[src/logic/sata_defines.svh]
// SATA transmit constants
`ifndef SATA_DEFINES_SVH
`define SATA_DEFINES_SVH

// Widths
`define SATA_DWORD_W      32
`define SATA_LBA_W        48
`define SATA_COUNT_W      16
`define SATA_LEN_W        8

// Link FIFO depth, also the credits held by the arbiter
`define SATA_TX_CREDITS   4

// Primitives
`define SATA_PRIM_SYNC    32'hB5B5957C
`define SATA_PRIM_SOF     32'h3737B57C
`define SATA_PRIM_EOF     32'hD5D5B57C
`define SATA_PRIM_HOLDA   32'h9595AA7C

// FIS type codes
`define SATA_FIS_REG_H2D  8'h27
`define SATA_FIS_DATA     8'h46

`define SATA_CRC_INIT     32'h52325032
`define SATA_CRC_POLY     32'h04C11DB7

`endif

[src/logic/sata_pkg.sv]
// SATA transmit types
`default_nettype none

`include "sata_defines.svh"

package sata_pkg;

  typedef logic [`SATA_DWORD_W-1:0] dword_t;
  typedef logic [`SATA_LBA_W-1:0]   lba_t;
  typedef logic [`SATA_COUNT_W-1:0] sector_count_t;
  typedef logic [15:0]              features_t;
  typedef logic [7:0]               command_t;
  typedef logic [`SATA_LEN_W-1:0]   fis_len_t;

  // Counts 0 up to the full credit depth
  typedef logic [$clog2(`SATA_TX_CREDITS + 1)-1:0] credit_t;

  typedef enum logic [1:0] {DATA_IDLE, DATA_HEADER, DATA_PAYLOAD} data_state_t;

  typedef enum logic [2:0] {LINK_SYNC, LINK_SOF, LINK_DATA, LINK_CRC, LINK_EOF} link_state_t;

endpackage

`default_nettype wire

[src/logic/sata_reg_fis_builder.sv]
// Register FIS builder
`timescale 1ns/10ps
`default_nettype none

`include "sata_defines.svh"

module sata_reg_fis_builder (
  input  wire                         clk,
  input  wire                         arst_n,
  input  wire                         send_command_stb,
  input  wire sata_pkg::command_t     hard_drive_command,
  input  wire sata_pkg::lba_t         sector_address,
  input  wire sata_pkg::sector_count_t sector_count,
  input  wire sata_pkg::features_t    user_features,
  output logic                        busy,
  output logic                        req,
  output sata_pkg::dword_t            dword,
  output logic                        last,
  input  wire                         take
);

  import sata_pkg::*;

  command_t       cmd_q;
  lba_t           lba_q;
  sector_count_t  count_q;
  features_t      feat_q;
  logic [2:0]     idx_q;
  logic           busy_q;
  logic           accept;

  assign accept = send_command_stb && !busy_q;

  always_ff @(posedge clk or negedge arst_n) begin
    if (!arst_n) begin
      busy_q <= 1'b0;
      idx_q  <= '0;
    end else if (accept) begin
      busy_q <= 1'b1;
      idx_q  <= '0;
    end else if (busy_q && take) begin
      idx_q <= idx_q + 3'd1;
      if (last) begin
        busy_q <= 1'b0;
      end
    end
  end

  // Command fields held for the whole frame
  always_ff @(posedge clk) begin
    if (accept) begin
      cmd_q   <= hard_drive_command;
      lba_q   <= sector_address;
      count_q <= sector_count;
      feat_q  <= user_features;
    end
  end

  always_comb begin
    case (idx_q)
      // C bit is bit 7 of the second byte
      3'd0:    dword = {feat_q[7:0], cmd_q, 8'h80, `SATA_FIS_REG_H2D};
      3'd1:    dword = {8'h40, lba_q[23:0]};
      3'd2:    dword = {feat_q[15:8], lba_q[47:24]};
      3'd3:    dword = {16'h0000, count_q};
      default: dword = '0;
    endcase
  end

  assign last = (idx_q == 3'd4);
  assign req  = busy_q;
  assign busy = busy_q;

endmodule

`default_nettype wire

[src/logic/sata_data_fis_builder.sv]
// Data FIS builder
`timescale 1ns/10ps
`default_nettype none

`include "sata_defines.svh"

module sata_data_fis_builder (
  input  wire                     clk,
  input  wire                     arst_n,
  input  wire                     send_data_stb,
  input  wire sata_pkg::fis_len_t data_dword_count,
  input  wire sata_pkg::dword_t   user_din,
  input  wire                     user_din_stb,
  output logic                    user_din_ready,
  output logic                    busy,
  output logic                    req,
  output sata_pkg::dword_t        dword,
  output logic                    last,
  input  wire                     take
);

  import sata_pkg::*;

  data_state_t  state_q;
  fis_len_t     remain_q;
  logic         held_q;
  dword_t       held_dword_q;
  logic         accept;
  logic         din_load;

  assign accept   = send_data_stb && (state_q == DATA_IDLE);
  assign din_load = user_din_stb && user_din_ready;

  always_ff @(posedge clk or negedge arst_n) begin
    if (!arst_n) begin
      state_q  <= DATA_IDLE;
      remain_q <= '0;
      held_q   <= 1'b0;
    end else begin
      case (state_q)
        DATA_IDLE: begin
          if (accept) begin
            state_q  <= DATA_HEADER;
            remain_q <= data_dword_count;
          end
        end
        DATA_HEADER: begin
          if (take) begin
            state_q <= DATA_PAYLOAD;
          end
        end
        DATA_PAYLOAD: begin
          // One user dword in flight at a time
          if (din_load) begin
            held_q   <= 1'b1;
            remain_q <= remain_q - 1'b1;
          end else if (take) begin
            held_q <= 1'b0;
            if (remain_q == '0) begin
              state_q <= DATA_IDLE;
            end
          end
        end
        default: state_q <= DATA_IDLE;
      endcase
    end
  end

  always_ff @(posedge clk) begin
    if (din_load) begin
      held_dword_q <= user_din;
    end
  end

  assign user_din_ready = (state_q == DATA_PAYLOAD) && !held_q && (remain_q != '0);
  assign busy           = (state_q != DATA_IDLE);
  assign req            = (state_q == DATA_HEADER) || held_q;
  assign dword          = (state_q == DATA_HEADER) ? {24'h000000, `SATA_FIS_DATA} : held_dword_q;
  // Count already dropped when the final dword was loaded
  assign last           = held_q && (remain_q == '0);

endmodule

`default_nettype wire

[src/logic/sata_fis_arbiter.sv]
// FIS transmit arbiter
`timescale 1ns/10ps
`default_nettype none

`include "sata_defines.svh"

module sata_fis_arbiter (
  input  wire                   clk,
  input  wire                   arst_n,
  input  wire                   reg_req,
  input  wire sata_pkg::dword_t reg_dword,
  input  wire                   reg_last,
  output logic                  reg_take,
  input  wire                   data_req,
  input  wire sata_pkg::dword_t data_dword,
  input  wire                   data_last,
  output logic                  data_take,
  output logic                  fifo_push,
  output sata_pkg::dword_t      fifo_dword,
  output logic                  fifo_last,
  input  wire                   credit_return
);

  import sata_pkg::*;

  credit_t  credits_q;
  logic     active_q;
  logic     grant_data_q;
  logic     served_data_q;
  logic     sel_data;
  logic     sel_req;

  // Grant sticks for a whole frame, ties go to the builder not served last
  always_comb begin
    if (active_q) begin
      sel_data = grant_data_q;
    end else if (reg_req && data_req) begin
      sel_data = !served_data_q;
    end else begin
      sel_data = data_req;
    end
  end

  assign sel_req    = sel_data ? data_req : reg_req;
  assign fifo_push  = sel_req && (credits_q != '0);
  assign fifo_dword = sel_data ? data_dword : reg_dword;
  assign fifo_last  = sel_data ? data_last : reg_last;
  assign reg_take   = fifo_push && !sel_data;
  assign data_take  = fifo_push && sel_data;

  always_ff @(posedge clk or negedge arst_n) begin
    if (!arst_n) begin
      credits_q     <= credit_t'(`SATA_TX_CREDITS);
      active_q      <= 1'b0;
      grant_data_q  <= 1'b0;
      // First tie goes to the command side
      served_data_q <= 1'b1;
    end else begin
      case ({fifo_push, credit_return})
        2'b10:   credits_q <= credits_q - 1'b1;
        2'b01:   credits_q <= credits_q + 1'b1;
        default: credits_q <= credits_q;
      endcase
      if (fifo_push) begin
        if (fifo_last) begin
          active_q      <= 1'b0;
          served_data_q <= sel_data;
        end else begin
          active_q     <= 1'b1;
          grant_data_q <= sel_data;
        end
      end
    end
  end

endmodule

`default_nettype wire

[src/logic/sata_link_tx.sv]
// Link layer transmitter
`timescale 1ns/10ps
`default_nettype none

`include "sata_defines.svh"

module sata_link_tx (
  input  wire                   clk,
  input  wire                   arst_n,
  input  wire                   fifo_push,
  input  wire sata_pkg::dword_t fifo_dword,
  input  wire                   fifo_last,
  output logic                  credit_return,
  input  wire                   hold,
  output sata_pkg::dword_t      tx_dout,
  output logic                  tx_is_k
);

  import sata_pkg::*;

  localparam int PTR_W = $clog2(`SATA_TX_CREDITS);

  dword_t             fifo_mem [`SATA_TX_CREDITS];
  logic               last_mem [`SATA_TX_CREDITS];
  logic [PTR_W-1:0]   wr_ptr_q;
  logic [PTR_W-1:0]   rd_ptr_q;
  credit_t            fill_q;
  link_state_t        state_q;
  link_state_t        state_d;
  dword_t             crc_q;
  dword_t             head_dword;
  logic               head_last;
  logic               fifo_empty;
  logic               pop;

  // MSB-first CRC32 over one dword
  function automatic dword_t crc_next(input dword_t crc, input dword_t data);
    dword_t c;
    logic   fb;
    c = crc;
    for (int i = `SATA_DWORD_W - 1; i >= 0; i--) begin
      fb = c[`SATA_DWORD_W-1] ^ data[i];
      c  = c << 1;
      if (fb) begin
        c = c ^ `SATA_CRC_POLY;
      end
    end
    return c;
  endfunction

  assign head_dword    = fifo_mem[rd_ptr_q];
  assign head_last     = last_mem[rd_ptr_q];
  assign fifo_empty    = (fill_q == '0);
  assign pop           = (state_q == LINK_DATA) && !hold && !fifo_empty;
  assign credit_return = pop;

  always_ff @(posedge clk) begin
    if (fifo_push) begin
      fifo_mem[wr_ptr_q] <= fifo_dword;
      last_mem[wr_ptr_q] <= fifo_last;
    end
  end

  always_ff @(posedge clk or negedge arst_n) begin
    if (!arst_n) begin
      wr_ptr_q <= '0;
      rd_ptr_q <= '0;
      fill_q   <= '0;
      state_q  <= LINK_SYNC;
    end else begin
      state_q <= state_d;
      if (fifo_push) begin
        wr_ptr_q <= wr_ptr_q + 1'b1;
      end
      if (pop) begin
        rd_ptr_q <= rd_ptr_q + 1'b1;
      end
      case ({fifo_push, pop})
        2'b10:   fill_q <= fill_q + 1'b1;
        2'b01:   fill_q <= fill_q - 1'b1;
        default: fill_q <= fill_q;
      endcase
    end
  end

  // Seeded while SOF goes out
  always_ff @(posedge clk) begin
    if (state_q == LINK_SOF) begin
      crc_q <= `SATA_CRC_INIT;
    end else if (pop) begin
      crc_q <= crc_next(crc_q, head_dword);
    end
  end

  always_comb begin
    state_d = state_q;
    case (state_q)
      LINK_SYNC: if (!fifo_empty) state_d = LINK_SOF;
      LINK_SOF:  state_d = LINK_DATA;
      LINK_DATA: if (pop && head_last) state_d = LINK_CRC;
      LINK_CRC:  state_d = LINK_EOF;
      LINK_EOF:  state_d = fifo_empty ? LINK_SYNC : LINK_SOF;
      default:   state_d = LINK_SYNC;
    endcase
  end

  always_comb begin
    tx_dout = `SATA_PRIM_SYNC;
    tx_is_k = 1'b1;
    case (state_q)
      LINK_SOF: tx_dout = `SATA_PRIM_SOF;
      LINK_DATA: begin
        // HOLDA under device hold, and also while the FIFO runs dry
        if (pop) begin
          tx_dout = head_dword;
          tx_is_k = 1'b0;
        end else begin
          tx_dout = `SATA_PRIM_HOLDA;
        end
      end
      LINK_CRC: begin
        tx_dout = crc_q;
        tx_is_k = 1'b0;
      end
      LINK_EOF: tx_dout = `SATA_PRIM_EOF;
      default:  tx_dout = `SATA_PRIM_SYNC;
    endcase
  end

endmodule

`default_nettype wire

[src/logic/sata_stack.sv]
// SATA host transmit stack
`timescale 1ns/10ps
`default_nettype none

module sata_stack (
  input  wire                          clk,
  input  wire                          arst_n,
  input  wire                          send_command_stb,
  input  wire sata_pkg::command_t      hard_drive_command,
  input  wire sata_pkg::lba_t          sector_address,
  input  wire sata_pkg::sector_count_t sector_count,
  input  wire sata_pkg::features_t     user_features,
  input  wire                          send_data_stb,
  input  wire sata_pkg::fis_len_t      data_dword_count,
  input  wire sata_pkg::dword_t        user_din,
  input  wire                          user_din_stb,
  output logic                         user_din_ready,
  output logic                         sata_busy,
  input  wire                          hold,
  output sata_pkg::dword_t             tx_dout,
  output logic                         tx_is_k
);

  import sata_pkg::*;

  logic   reg_busy;
  logic   reg_req;
  dword_t reg_dword;
  logic   reg_last;
  logic   reg_take;
  logic   data_busy;
  logic   data_req;
  dword_t data_dword;
  logic   data_last;
  logic   data_take;
  logic   fifo_push;
  dword_t fifo_dword;
  logic   fifo_last;
  logic   credit_return;

  assign sata_busy = reg_busy | data_busy;

  sata_reg_fis_builder reg_builder (
    .clk                (clk),
    .arst_n             (arst_n),
    .send_command_stb   (send_command_stb),
    .hard_drive_command (hard_drive_command),
    .sector_address     (sector_address),
    .sector_count       (sector_count),
    .user_features      (user_features),
    .busy               (reg_busy),
    .req                (reg_req),
    .dword              (reg_dword),
    .last               (reg_last),
    .take               (reg_take)
  );

  sata_data_fis_builder data_builder (
    .clk              (clk),
    .arst_n           (arst_n),
    .send_data_stb    (send_data_stb),
    .data_dword_count (data_dword_count),
    .user_din         (user_din),
    .user_din_stb     (user_din_stb),
    .user_din_ready   (user_din_ready),
    .busy             (data_busy),
    .req              (data_req),
    .dword            (data_dword),
    .last             (data_last),
    .take             (data_take)
  );

  // Both builders share the one link port
  sata_fis_arbiter arbiter (
    .clk           (clk),
    .arst_n        (arst_n),
    .reg_req       (reg_req),
    .reg_dword     (reg_dword),
    .reg_last      (reg_last),
    .reg_take      (reg_take),
    .data_req      (data_req),
    .data_dword    (data_dword),
    .data_last     (data_last),
    .data_take     (data_take),
    .fifo_push     (fifo_push),
    .fifo_dword    (fifo_dword),
    .fifo_last     (fifo_last),
    .credit_return (credit_return)
  );

  sata_link_tx link_tx (
    .clk           (clk),
    .arst_n        (arst_n),
    .fifo_push     (fifo_push),
    .fifo_dword    (fifo_dword),
    .fifo_last     (fifo_last),
    .credit_return (credit_return),
    .hold          (hold),
    .tx_dout       (tx_dout),
    .tx_is_k       (tx_is_k)
  );

endmodule

`default_nettype wire

[config.mk]
export PLATFORM = sky130hd
export DESIGN_NAME = sata_stack
export DESIGN_NICKNAME = d
export VERILOG_FILES = /design/src/logic/sata_pkg.sv /design/src/logic/sata_reg_fis_builder.sv /design/src/logic/sata_data_fis_builder.sv /design/src/logic/sata_fis_arbiter.sv /design/src/logic/sata_link_tx.sv /design/src/logic/sata_stack.sv
export VERILOG_INCLUDE_DIRS = /design/src /design/src/logic
export SDC_FILE = /design/constraint.sdc
export NUM_CORES = 1
export LEC_CHECK = 0
export BUFFER_PORTS_ARGS = -buffer_cell sky130_fd_sc_hd__buf_2
export CAP_MARGIN = 20
export CELL_PAD_IN_SITES_DETAIL_PLACEMENT = 2
export CELL_PAD_IN_SITES_GLOBAL_PLACEMENT = 2
export CORE_ASPECT_RATIO = 0.75
export CORE_UTILIZATION = 46
export DETAILED_ROUTE_END_ITERATION = 12
export PLACE_DENSITY = 0.83
export SLEW_MARGIN = 10
export SYNTH_ARGS = -nofsm -noshare
export SYNTH_HDL_FRONTEND = slang
export SYNTH_HIERARCHICAL = 1
export SYNTH_SLANG_ARGS = --single-unit
[constraint.sdc]
create_clock -name clk -period 8.85 [get_ports clk]
set_input_delay 0.885 -clock clk [delete_from_list [all_inputs] [get_ports clk]]
set_output_delay 0.885 -clock clk [all_outputs]
set_load 0.005 [all_outputs]
Word-level counts from Yosys, hierarchy flattened:

Memory sizes are Yosys's and may differ from the RTL's.
Index checks and enable logic that the tools add are counted.

* bits in registers: 183
* memory bits (writable): 132
* input port bits: 134
* output and inout bits: 35
* logic and storage cells: 286
* memories kept: 2

Memory list
* link_tx.fifo_mem: depth 4, width 32, read ports 1, clocked after Yosys merged registers in 0, wr ports 1, RTL line sata_link_tx.sv:23 `` dword_t fifo_mem [`SATA_TX_CREDITS]; ``
* link_tx.last_mem: depth 4, width 1, read ports 1, clocked after Yosys merged registers in 0, wr ports 1, RTL line sata_link_tx.sv:24 `` logic last_mem [`SATA_TX_CREDITS]; ``

* add/subtract/negate cells: 8
* equality and inequality tests: 20
* muxes and demuxes: 130
* bitwise gates (word level): 66
* reductions and logical operators: 41

Operator list (count)
* $mux 32: 65
* $mux 27: 32
* $not 14->14: 32
* $pmux 32 s4: 2
* $xor 1x1->1: 32
* $mux 8: 2
* $pmux 8 s2: 1
* $pmux 3 s5: 1
* $logic_and 1x1->1: 14
* $mux 1: 14
* $eq 3x2->1 const B: 4
* $mux 3: 4
* $pmux 3 s2: 2
* $reduce_bool 2->1: 6
* $mux 2: 5
* $ne 2x1->1 const B: 5
* $reduce_and 2->1: 5
* $add 3x1->3 const B: 3
* $logic_not 3->1: 3
* $logic_not 8->1: 1
* $reduce_bool 8->1: 1
* $sub 8x1->8 const B: 1
* $eq 3x1->1 const B: 2
* $eq 3x3->1 const B: 2
* other kinds (15): 26

Logic depth before layout (Yosys ltp):

Gate-level depths: netlist (run 1).

* word-level depth: 127
* gate-level depth with buffers: 15
* gate-level depth less buffers: 13

By module:

Netlist (run 1), hierarchy kept.

Modules (own cells, without submodules)
* sata_link_tx: instances 1, cells each 681, area an instance 9870.7 µm²
* sata_reg_fis_builder: instances 1, cells each 186, area an instance 3460.8 µm²
* sata_data_fis_builder: instances 1, cells each 151, area an instance 1910.6 µm²
* sata_fis_arbiter: instances 1, cells each 74, area an instance 787.0 µm²
* sata_stack: instances 1, cells each 1, area an instance 6.3 µm²

Least setup slack after synthesis (run 1):

No wires, ideal clock.

* path kind: input to register
* from: input port send_command_stb
* to: register reg_builder.cmd_q[0], enable pin
* setup time: 0.544 ns
* data arrival time: 4.725 ns
* path slack: 3.581 ns
* cell stages on the path: 1
* path through: nor2b_1

* cells in the longest elaborated chain, start to end: 1

Ends and longest elaborated chain
* start: declaration: RTL line sata_stack.sv:8 `input wire send_command_stb,`
* $logic_and 1x1->1: RTL line sata_reg_fis_builder.sv:32 `assign accept = send_command_stb && !busy_q;`
* end signal: assignment: RTL line sata_reg_fis_builder.sv:52 `cmd_q <= hard_drive_command;`
* end: declaration: RTL line sata_reg_fis_builder.sv:24 `command_t cmd_q;`

No other way between the ends.
A chain may end at the register's enable or synchronous reset.

Worst setup path after layout (run 1):

* from: register link_tx.rd_ptr_q[1]
* to: register link_tx.crc_q[23]

* cells in the longest elaborated chain, start to end: 104
* elaborated cells between the ends (all ways): 146
* classes of those cells: mux: 94; bitwise: 51; memory: 1

Ends and longest elaborated chain
* start: declaration: RTL line sata_link_tx.sv:26 `logic [PTR_W-1:0] rd_ptr_q;`
* start signal: assignment: RTL line sata_link_tx.sv:76 `rd_ptr_q <= rd_ptr_q + 1'b1;`
* $mem_v2 4x32 *
* $xor 1x1->1: RTL line sata_link_tx.sv:42 `` fb = c[`SATA_DWORD_W-1] ^ data[i]; ``
* $mux 27: RTL line sata_link_tx.sv:44 `if (fb) begin`
* $mux 32: RTL line sata_link_tx.sv:90 `end else if (pop) begin`
* $mux 32: RTL line sata_link_tx.sv:88 `if (state_q == LINK_SOF) begin`
* $mux 27 or $not 14->14 (tied branches)
* $mux 32 or $mux 27 (tied branches): RTL line sata_link_tx.sv:90, sata_link_tx.sv:44
* $mux 32, on equally long branches: RTL line sata_link_tx.sv:88, sata_link_tx.sv:90
* (+88 left out)
* $mux 32: RTL line sata_link_tx.sv:90
* $mux 32: RTL line sata_link_tx.sv:88
* $xor 1x1->1, or another cell as far along: RTL line sata_link_tx.sv:42
* $mux 27 or $mux 32 (tied branches): RTL line sata_link_tx.sv:44, sata_link_tx.sv:88
* $mux 32: RTL line sata_link_tx.sv:90
* $mux 32: RTL line sata_link_tx.sv:88
* $not 14->14 (no source line) or $xor 1x1->1 (tied branches)
* $mux 27 *: RTL line sata_link_tx.sv:44
* end signal: assignment: RTL line sata_link_tx.sv:89 `` crc_q <= `SATA_CRC_INIT; ``
* end signal: assignment: RTL line sata_link_tx.sv:91 `crc_q <= crc_next(crc_q, head_dword);`
* end: declaration: RTL line sata_link_tx.sv:30 `dword_t crc_q;`

Every way passes the cells marked *; elsewhere a longest branch is shown, timed or not. The select of a mux whose other input is x is not followed.

==> summary.txt, run 1 <==
Finish
  – Commonest non-fill, non-tap cell in the layout: edfxtp_1
  – Post-layout net count: between 1000 and 1500
  – Most frequent cells in the layout: 252 x edfxtp_1, 168 x buf_2, 160 x xnor2_1, 56 x nor2_1, 54 x xor2_1
  – Area Growth Syn to Fin: 14.7%
  – Fraction of layout cells with a size suffix above 1: 0.264

Timing
  – Slew @ Worst Pin: 1140 ps
  – Period utilisation layout: 0.674
  – Min Tclk post-route: approximately 6000 ps
  – Worst slew margin: 0.238
  – Final Setup Violations: 0
  – Max Slew Vio Count: 0
  – Final Hold Fails: 0
  – RSZ-0062 raised after global routing: false
  – Setup TNS: 0 ps
  – F_max: 168 MHz
  – Final setup skew: 29.8 ps

Clock tree
  – Resize count post-CTS: 0
  – CTS clk-pin slew, worst paths: about 70 ps
  – Sink Count: 315
  – Worst-Skew Late Latency: 540 ps
  – CTS Buf Count: 34
  – CTS root buffer: clkbuf_16
  – CTS tree: yes
  – CTS Hold Bufs: 0
  – H-tree Lvls: 2
  – Clock Path Buffers: 3
  – # Post-CTS Setup Buffers: 0

GRT
  – Initial antenna violation count: 6
  – GRT Overall Usage: 0.340
  – Largest net degree at the start of global routing: 83
  – GRT overflow: 0
  – First-pass GRT wire length: ~85000 um
  – Number of global-route vias before repair: ~12000

Place
  – Routability Congestion: between 0.9 and 1
  – IO Port Bufs: 168
  – Hpwl dp: about 41000 um

Logic synthesis
  – Mapped Area: 16000 um^2
  – Sequential share of the synthesized area: 0.560
  – Cells after synthesis: ~1100
  – Syn avg cell area: 14.7 um^2
  – Post-synth top area cell: edfxtp_1
  – Syn_nets: between 1000 and 1500
  – Yosys warning total: 6
  – Top_reg_cell synth: edfxtp_1
  – Seq cells post-synth: 315
  – Synth area leaders: edfxtp_1 47%, xnor2_1 8.7%, mux4_2 4.6%, dfrtp_1 4.5%, dfxtp_1 4.0%
  – Synth top area share: 0.472
  – Synth cell types: 70
  – Async SR Flop Fraction: 0.0984
  – Post-synth EDFFs: 252

Floorplanning
  – Core ar.: 33900 um^2
  – Die X: 218 um
  – I/O pin count: approximately 170
  – Die Height: 164 um
  – Die area: 35600 um^2
  – Initial Util: 0.473
  – Row count: between 50 and 60

Critical path
  – Max FO, Critical Path: 24
  – CP Data Arrival Time: about 6400 ps
  – CP Launch Type: flop
  – Crit Path Category: reg2reg
  – Data required, critical path: a little over 9000 ps
  – CP Capture Type: flop

Outcome
  – Run status: finished, final reports clean

Detailed routing
  – # DRC: 0
  – Iter 0 DRT Violations: 1271
  – Drt pass-1 iters: 5
  – Detailed Route WL: roughly 60000 um
  – ANT nets after route: 0
  – DR vias/cell: 6.12
  – Via count: 10700
  – Drt wl/cell: 34.4 um

Flow run
  – Max Cap Viol: 0

Worst hold path
  – Hold Crit Class: in2async
final cells by class:
class                      count  area, um^2
antenna                        7        17.5
multi-input combinational    711        6730
clock buffer                  50         995
clock inverter                10        71.3
fill                        3082       15500
tap                          450         563
sequential                   315        8990
inverter                      22        85.1
timing repair buffer         183         953
worst max-delay path, stage by stage (launching register included):
cell and delay, ps:
dfrtp_1 750, buf_4 500, mux4_2 500, xnor2_4 240, xnor2_1 660, xor3_2 750, xnor2_4 250, xor3_2 540
xnor3_2 510, xnor2_2 360, xnor3_1 490, a211oi_2 260
per-stage QoR:
stage               hold slack [ps]  worst slack, ps  area (um^2)  utilization  std cells
floorplan                       443             3580        16000            -       1093
global placement                473             3550        17300        0.511       1681
detailed placement              490             3180        17300        0.511       1681
CTS                             473             2970        18400        0.542       1741
global route                    506             2770        18400        0.543       1747
finish                          460             2880        18400        0.543       1748
final timing paths:
| kind | from | endpoint | slack, ps | depth (start not counted) |
|---|---|---|---|---|
| max | link_tx/rd_ptr_q[1] | link_tx/crc_q[23] | 2880 | 11 |
| min | arst_n | link_tx/wr_ptr_q[0] | 460 | 1 |
| max reg2reg | link_tx/rd_ptr_q[1] | link_tx/crc_q[23] | 2880 | 11 |
| min reg2reg | link_tx/fill_q[2] | link_tx/fill_q[2] | 490 | 1 |
| max in group asynchronous | arst_n | link_tx/rd_ptr_q[0] | 7790 | 1 |
| min in group clk | link_tx/fill_q[2] | link_tx/fill_q[2] | 490 | 1 |
Yosys cell counts (all sizes together) (10+ instances only):
| library cell | count |
|---|---|
| a211oi | 17 |
| a21oi | 27 |
| a221o | 17 |
| a22o | 16 |
| and2 | 38 |
| and3b | 12 |
| buf | 24 |
| clkbuf | 21 |
| dfrtp | 29 |
| dfxtp | 32 |
| edfxtp | 252 |
| ha | 13 |
| inv | 22 |
| mux2 | 33 |
| mux4 | 33 |
| nand2 | 46 |
| nand2b | 11 |
| nand3 | 11 |
| nor2 | 56 |
| o21ai | 28 |
| o22ai | 10 |
| xnor2 | 183 |
| xnor3 | 27 |
| xor2 | 58 |
per-layer routing:
layer	wire (um)	GRT usage	up-vias
met5	13	0	-
met4	1440	0.109	2
met3	4040	0.0646	93
met2	31000	0.595	512
met1	23600	0.427	5708
li1	-	-	4380
sequential cells by signal (all words and copies together), names as in the netlist, 3 cells and up:
name                       count
arbiter/credits_q              3
data_builder/held_dword_q     32
data_builder/remain_q          8
link_tx/crc_q                 32
link_tx/fifo_mem             128
link_tx/fill_q                 3
link_tx/last_mem               4
link_tx/state_q                3
reg_builder/cmd_q              8
reg_builder/count_q           16
reg_builder/feat_q            16
reg_builder/idx_q              3
reg_builder/lba_q             48
logic make-up (layout without fill, tap and decap cells):
group           after synthesis  after routing  synth area share
other cells                   0              7                 0
flops                       315            315             0.560
buf+inv                      67            265            0.0211
mux                          70             70            0.0720
fa+ha+maj                    15             15            0.0126
xor+xnor                    275            275             0.199
compound gates              152            152            0.0699
simple gates                199            199            0.0652
Power of run 1 is not shown: default switching activity piles up to over one toggle a cycle in this logic, so the estimate is an artifact.
==> inputs of run 2 (changes only) <==
CORE_UTILIZATION = 38   (was 46)
PLACE_DENSITY = 0.73   (was 0.83)
clock period = 5.4 ns   (was 8.85 ns; I/O delays follow)
==> run 2 against run 1 <==
Core utilization down 8.4 points. Via count shrank 5.0%. Die area up 21%. Critical path depth increased by 1. First-iteration DRC count down 45%. Maximum frequency grew 14%. Routed wire length fell by 13%. Worst setup slack lost 2700 ps. Global-route usage is 9.6 points lower. Register-to-register slack lost 2700 ps.
==> summary.txt, run 2 (synthesis results as in run 1) <==
Timing
  – Max Slew Vio Count: 0 (unchanged)
  – Min Tclk post-route: 5210 ps (-755 ps)
  – Worst slew margin: 0.327 (+0.0885)
  – Final setup skew: 16.4 ps (-13.5 ps)
  – Slew @ Worst Pin: 1010 ps (-133 ps)
  – Final Setup Violations: 0 (unchanged)
  – Setup TNS: 0 ps (unchanged)
  – RSZ-0062 raised after global routing: false
  – Period utilisation layout: 0.965 (+0.291)
  – Final Hold Fails: 0 (unchanged)
  – F_max: 192 MHz (+14%)

Critical path
  – R2r setup slk: 190 ps (-2690 ps)
  – Max FO, Critical Path: 14 (-42%)
  – Largest stage delay on the critical path: 590 ps (-160 ps)
  – Buf/Inv on CP: 1 (unchanged)
  – Data required, critical path: 5770 ps (-3530 ps)
  – Worst path slowest cell: dfrtp_4
  – CP Launch Type: flop
  – Crit Path Category: reg2reg
  – Crit-path cells: buf_4, mux4_2, xnor2_1, xor3_1, xnor2_1, xnor3_2, xor3_2, xnor3_2, xnor2_1, xor3_1, nor2_1, o21ai_1
  – Top delay family on crit path: XOR/XNOR gates
  – CP Data Arrival Time: 5580 ps (-840 ps)
  – Crit path top cell by count: xnor2_1
  – CP Capture Type: flop

Detailed routing
  – Via count: 10200 (-5.0%)
  – # DRC: 0 (unchanged)
  – Drt wl/cell: 27.7 um (-20%)
  – Detailed Route WL: 52300 um (-13%)
  – DR vias/cell: 5.38 (-12%)
  – ANT nets after route: 0 (unchanged)
  – Drt pass-1 iters: 5 (unchanged)
  – Iter 0 DRT Violations: 697 (-45%)

GRT
  – GRT overflow: 0 (unchanged)
  – GRT Overall Usage: 0.244 (-0.0962)
  – Largest net degree at the start of global routing: 75 (-9.6%)
  – Number of global-route vias before repair: 11200 (-3.5%)
  – First-pass GRT wire length: 76500 um (-9.7%)
  – Initial antenna violation count: 1 (-5)

Finish
  – Commonest non-fill, non-tap cell in the layout: edfxtp_1
  – Area taken by multi-input logic gates: 6730 um^2 (about the same)
  – FILL cells: 4028 (+31%)
  – Area Growth Syn to Fin: 17.7%
  – Biggest register: link_tx/fifo_mem
  – Max reg flops: 128 (unchanged)
  – Storage element area: 8990 um^2 (about the same)
  – Biggest regs: link_tx/fifo_mem: 128 flops, reg_builder/lba_q: 48 flops
  – Fraction of layout cells with a size suffix above 1: 0.286 (+0.0215)
  – Most frequent cells in the layout: 252 x edfxtp_1, 168 x buf_2, 160 x xnor2_1, 56 x nor2_1, 54 x xor2_1
  – Post-layout net count: 1453 (+2.6%)

Place
  – Hpwl dp: 38300 um (-6.4%)
  – Routability Congestion: 0.921 (-2.9%)
  – IO Port Bufs: 168 (unchanged)

Clock tree
  – H-tree Lvls: 2 (unchanged)
  – Resize count post-CTS: 0 (unchanged)
  – Worst-Skew Late Latency: 530 ps (about the same)
  – CTS root buffer: clkbuf_16
  – Clock Path Buffers: 3 (unchanged)
  – CTS tree: yes
  – # Post-CTS Setup Buffers: 0 (unchanged)
  – CTS clk-pin slew, worst paths: 60 ps (about the same)
  – CTS Buf Count: 35 (+2.9%)
  – Sink Count: 315 (unchanged)
  – CTS Hold Bufs: 0 (unchanged)

Floorplanning
  – Initial Util: 0.390 (-0.0836)
  – Core ar.: 41200 um^2 (+21%)
  – I/O pin count: 169 (unchanged)
  – Die X: 239 um (+9.9%)
  – Die Height: 180 um (+9.9%)
  – Row count: 64 (+10%)
  – Die area: 43000 um^2 (+21%)

Worst hold path
  – Hold Crit Class: in2async

Outcome
  – Run status: finished, final reports clean

Flow run
  – Max Cap Viol: 0 (unchanged)
## run 2: cell count changes in the layout (fill, tap and decap cells not counted), moves of 2 or more
cell | before | now
clkinv_1 | 7 | 4
buf_4 | 15 | 50
clkbuf_8 | 2 | 0
bufinv_16 | 1 | 4
diode_2 | 7 | 1
## run 2: path summary, 6_finish.rpt
path	cells past startpoint	endpoint	from
setup / recovery	12	link_tx/crc_q[12]	link_tx/rd_ptr_q[0]
hold / removal	1	link_tx/state_q[0]	arst_n
setup reg to reg	12	link_tx/crc_q[12]	link_tx/rd_ptr_q[0]
hold reg to reg	1	link_tx/fill_q[2]	link_tx/fill_q[2]
max in group asynchronous	1	link_tx/rd_ptr_q[0]	arst_n
min in group clk	1	reg_builder/lba_q[1]	sector_address[1]
## run 2: area by class of cell
class                      instances  share of cell area
sequential                       315               0.476
multi-input combinational        711               0.357
timing repair buffer             219              0.0655
clock buffer                      47              0.0499
tap                              561              0.0372
clock inverter                    13             0.00955
inverter                          22             0.00451
antenna                            1            0.000133
## run 2: metrics by stage
step           setup slack, ps  instances   util  cell area (um^2)  hold WS, ps
6_report                   186       1889  0.458             18900          105
5_1_grt                   40.1       1889  0.458             18900          134
4_1_cts                    106       1887  0.458             18900          116
3_5_place_dp               147       1827  0.431             17700          483
3_3_place_gp               313       1827  0.431             17700          460
2_1_floorplan              476       1093      -             16000          244
## run 2: routing by layer
| metal | part of all wire | track usage | wire [um] | vias up |
|---|---|---|---|---|
| met2 | 0.50 | 0.412 | 26000 | 293 |
| met1 | 0.43 | 0.324 | 22300 | 5351 |
| li1 | - | - | - | 4457 |
| met3 | 0.054 | 0.0436 | 2830 | 55 |
| met5 | 0 | 0 | 0 | - |
| met4 | 0.023 | 0.0605 | 1190 | 0 |
Power of run 2 is left out for the same reason.
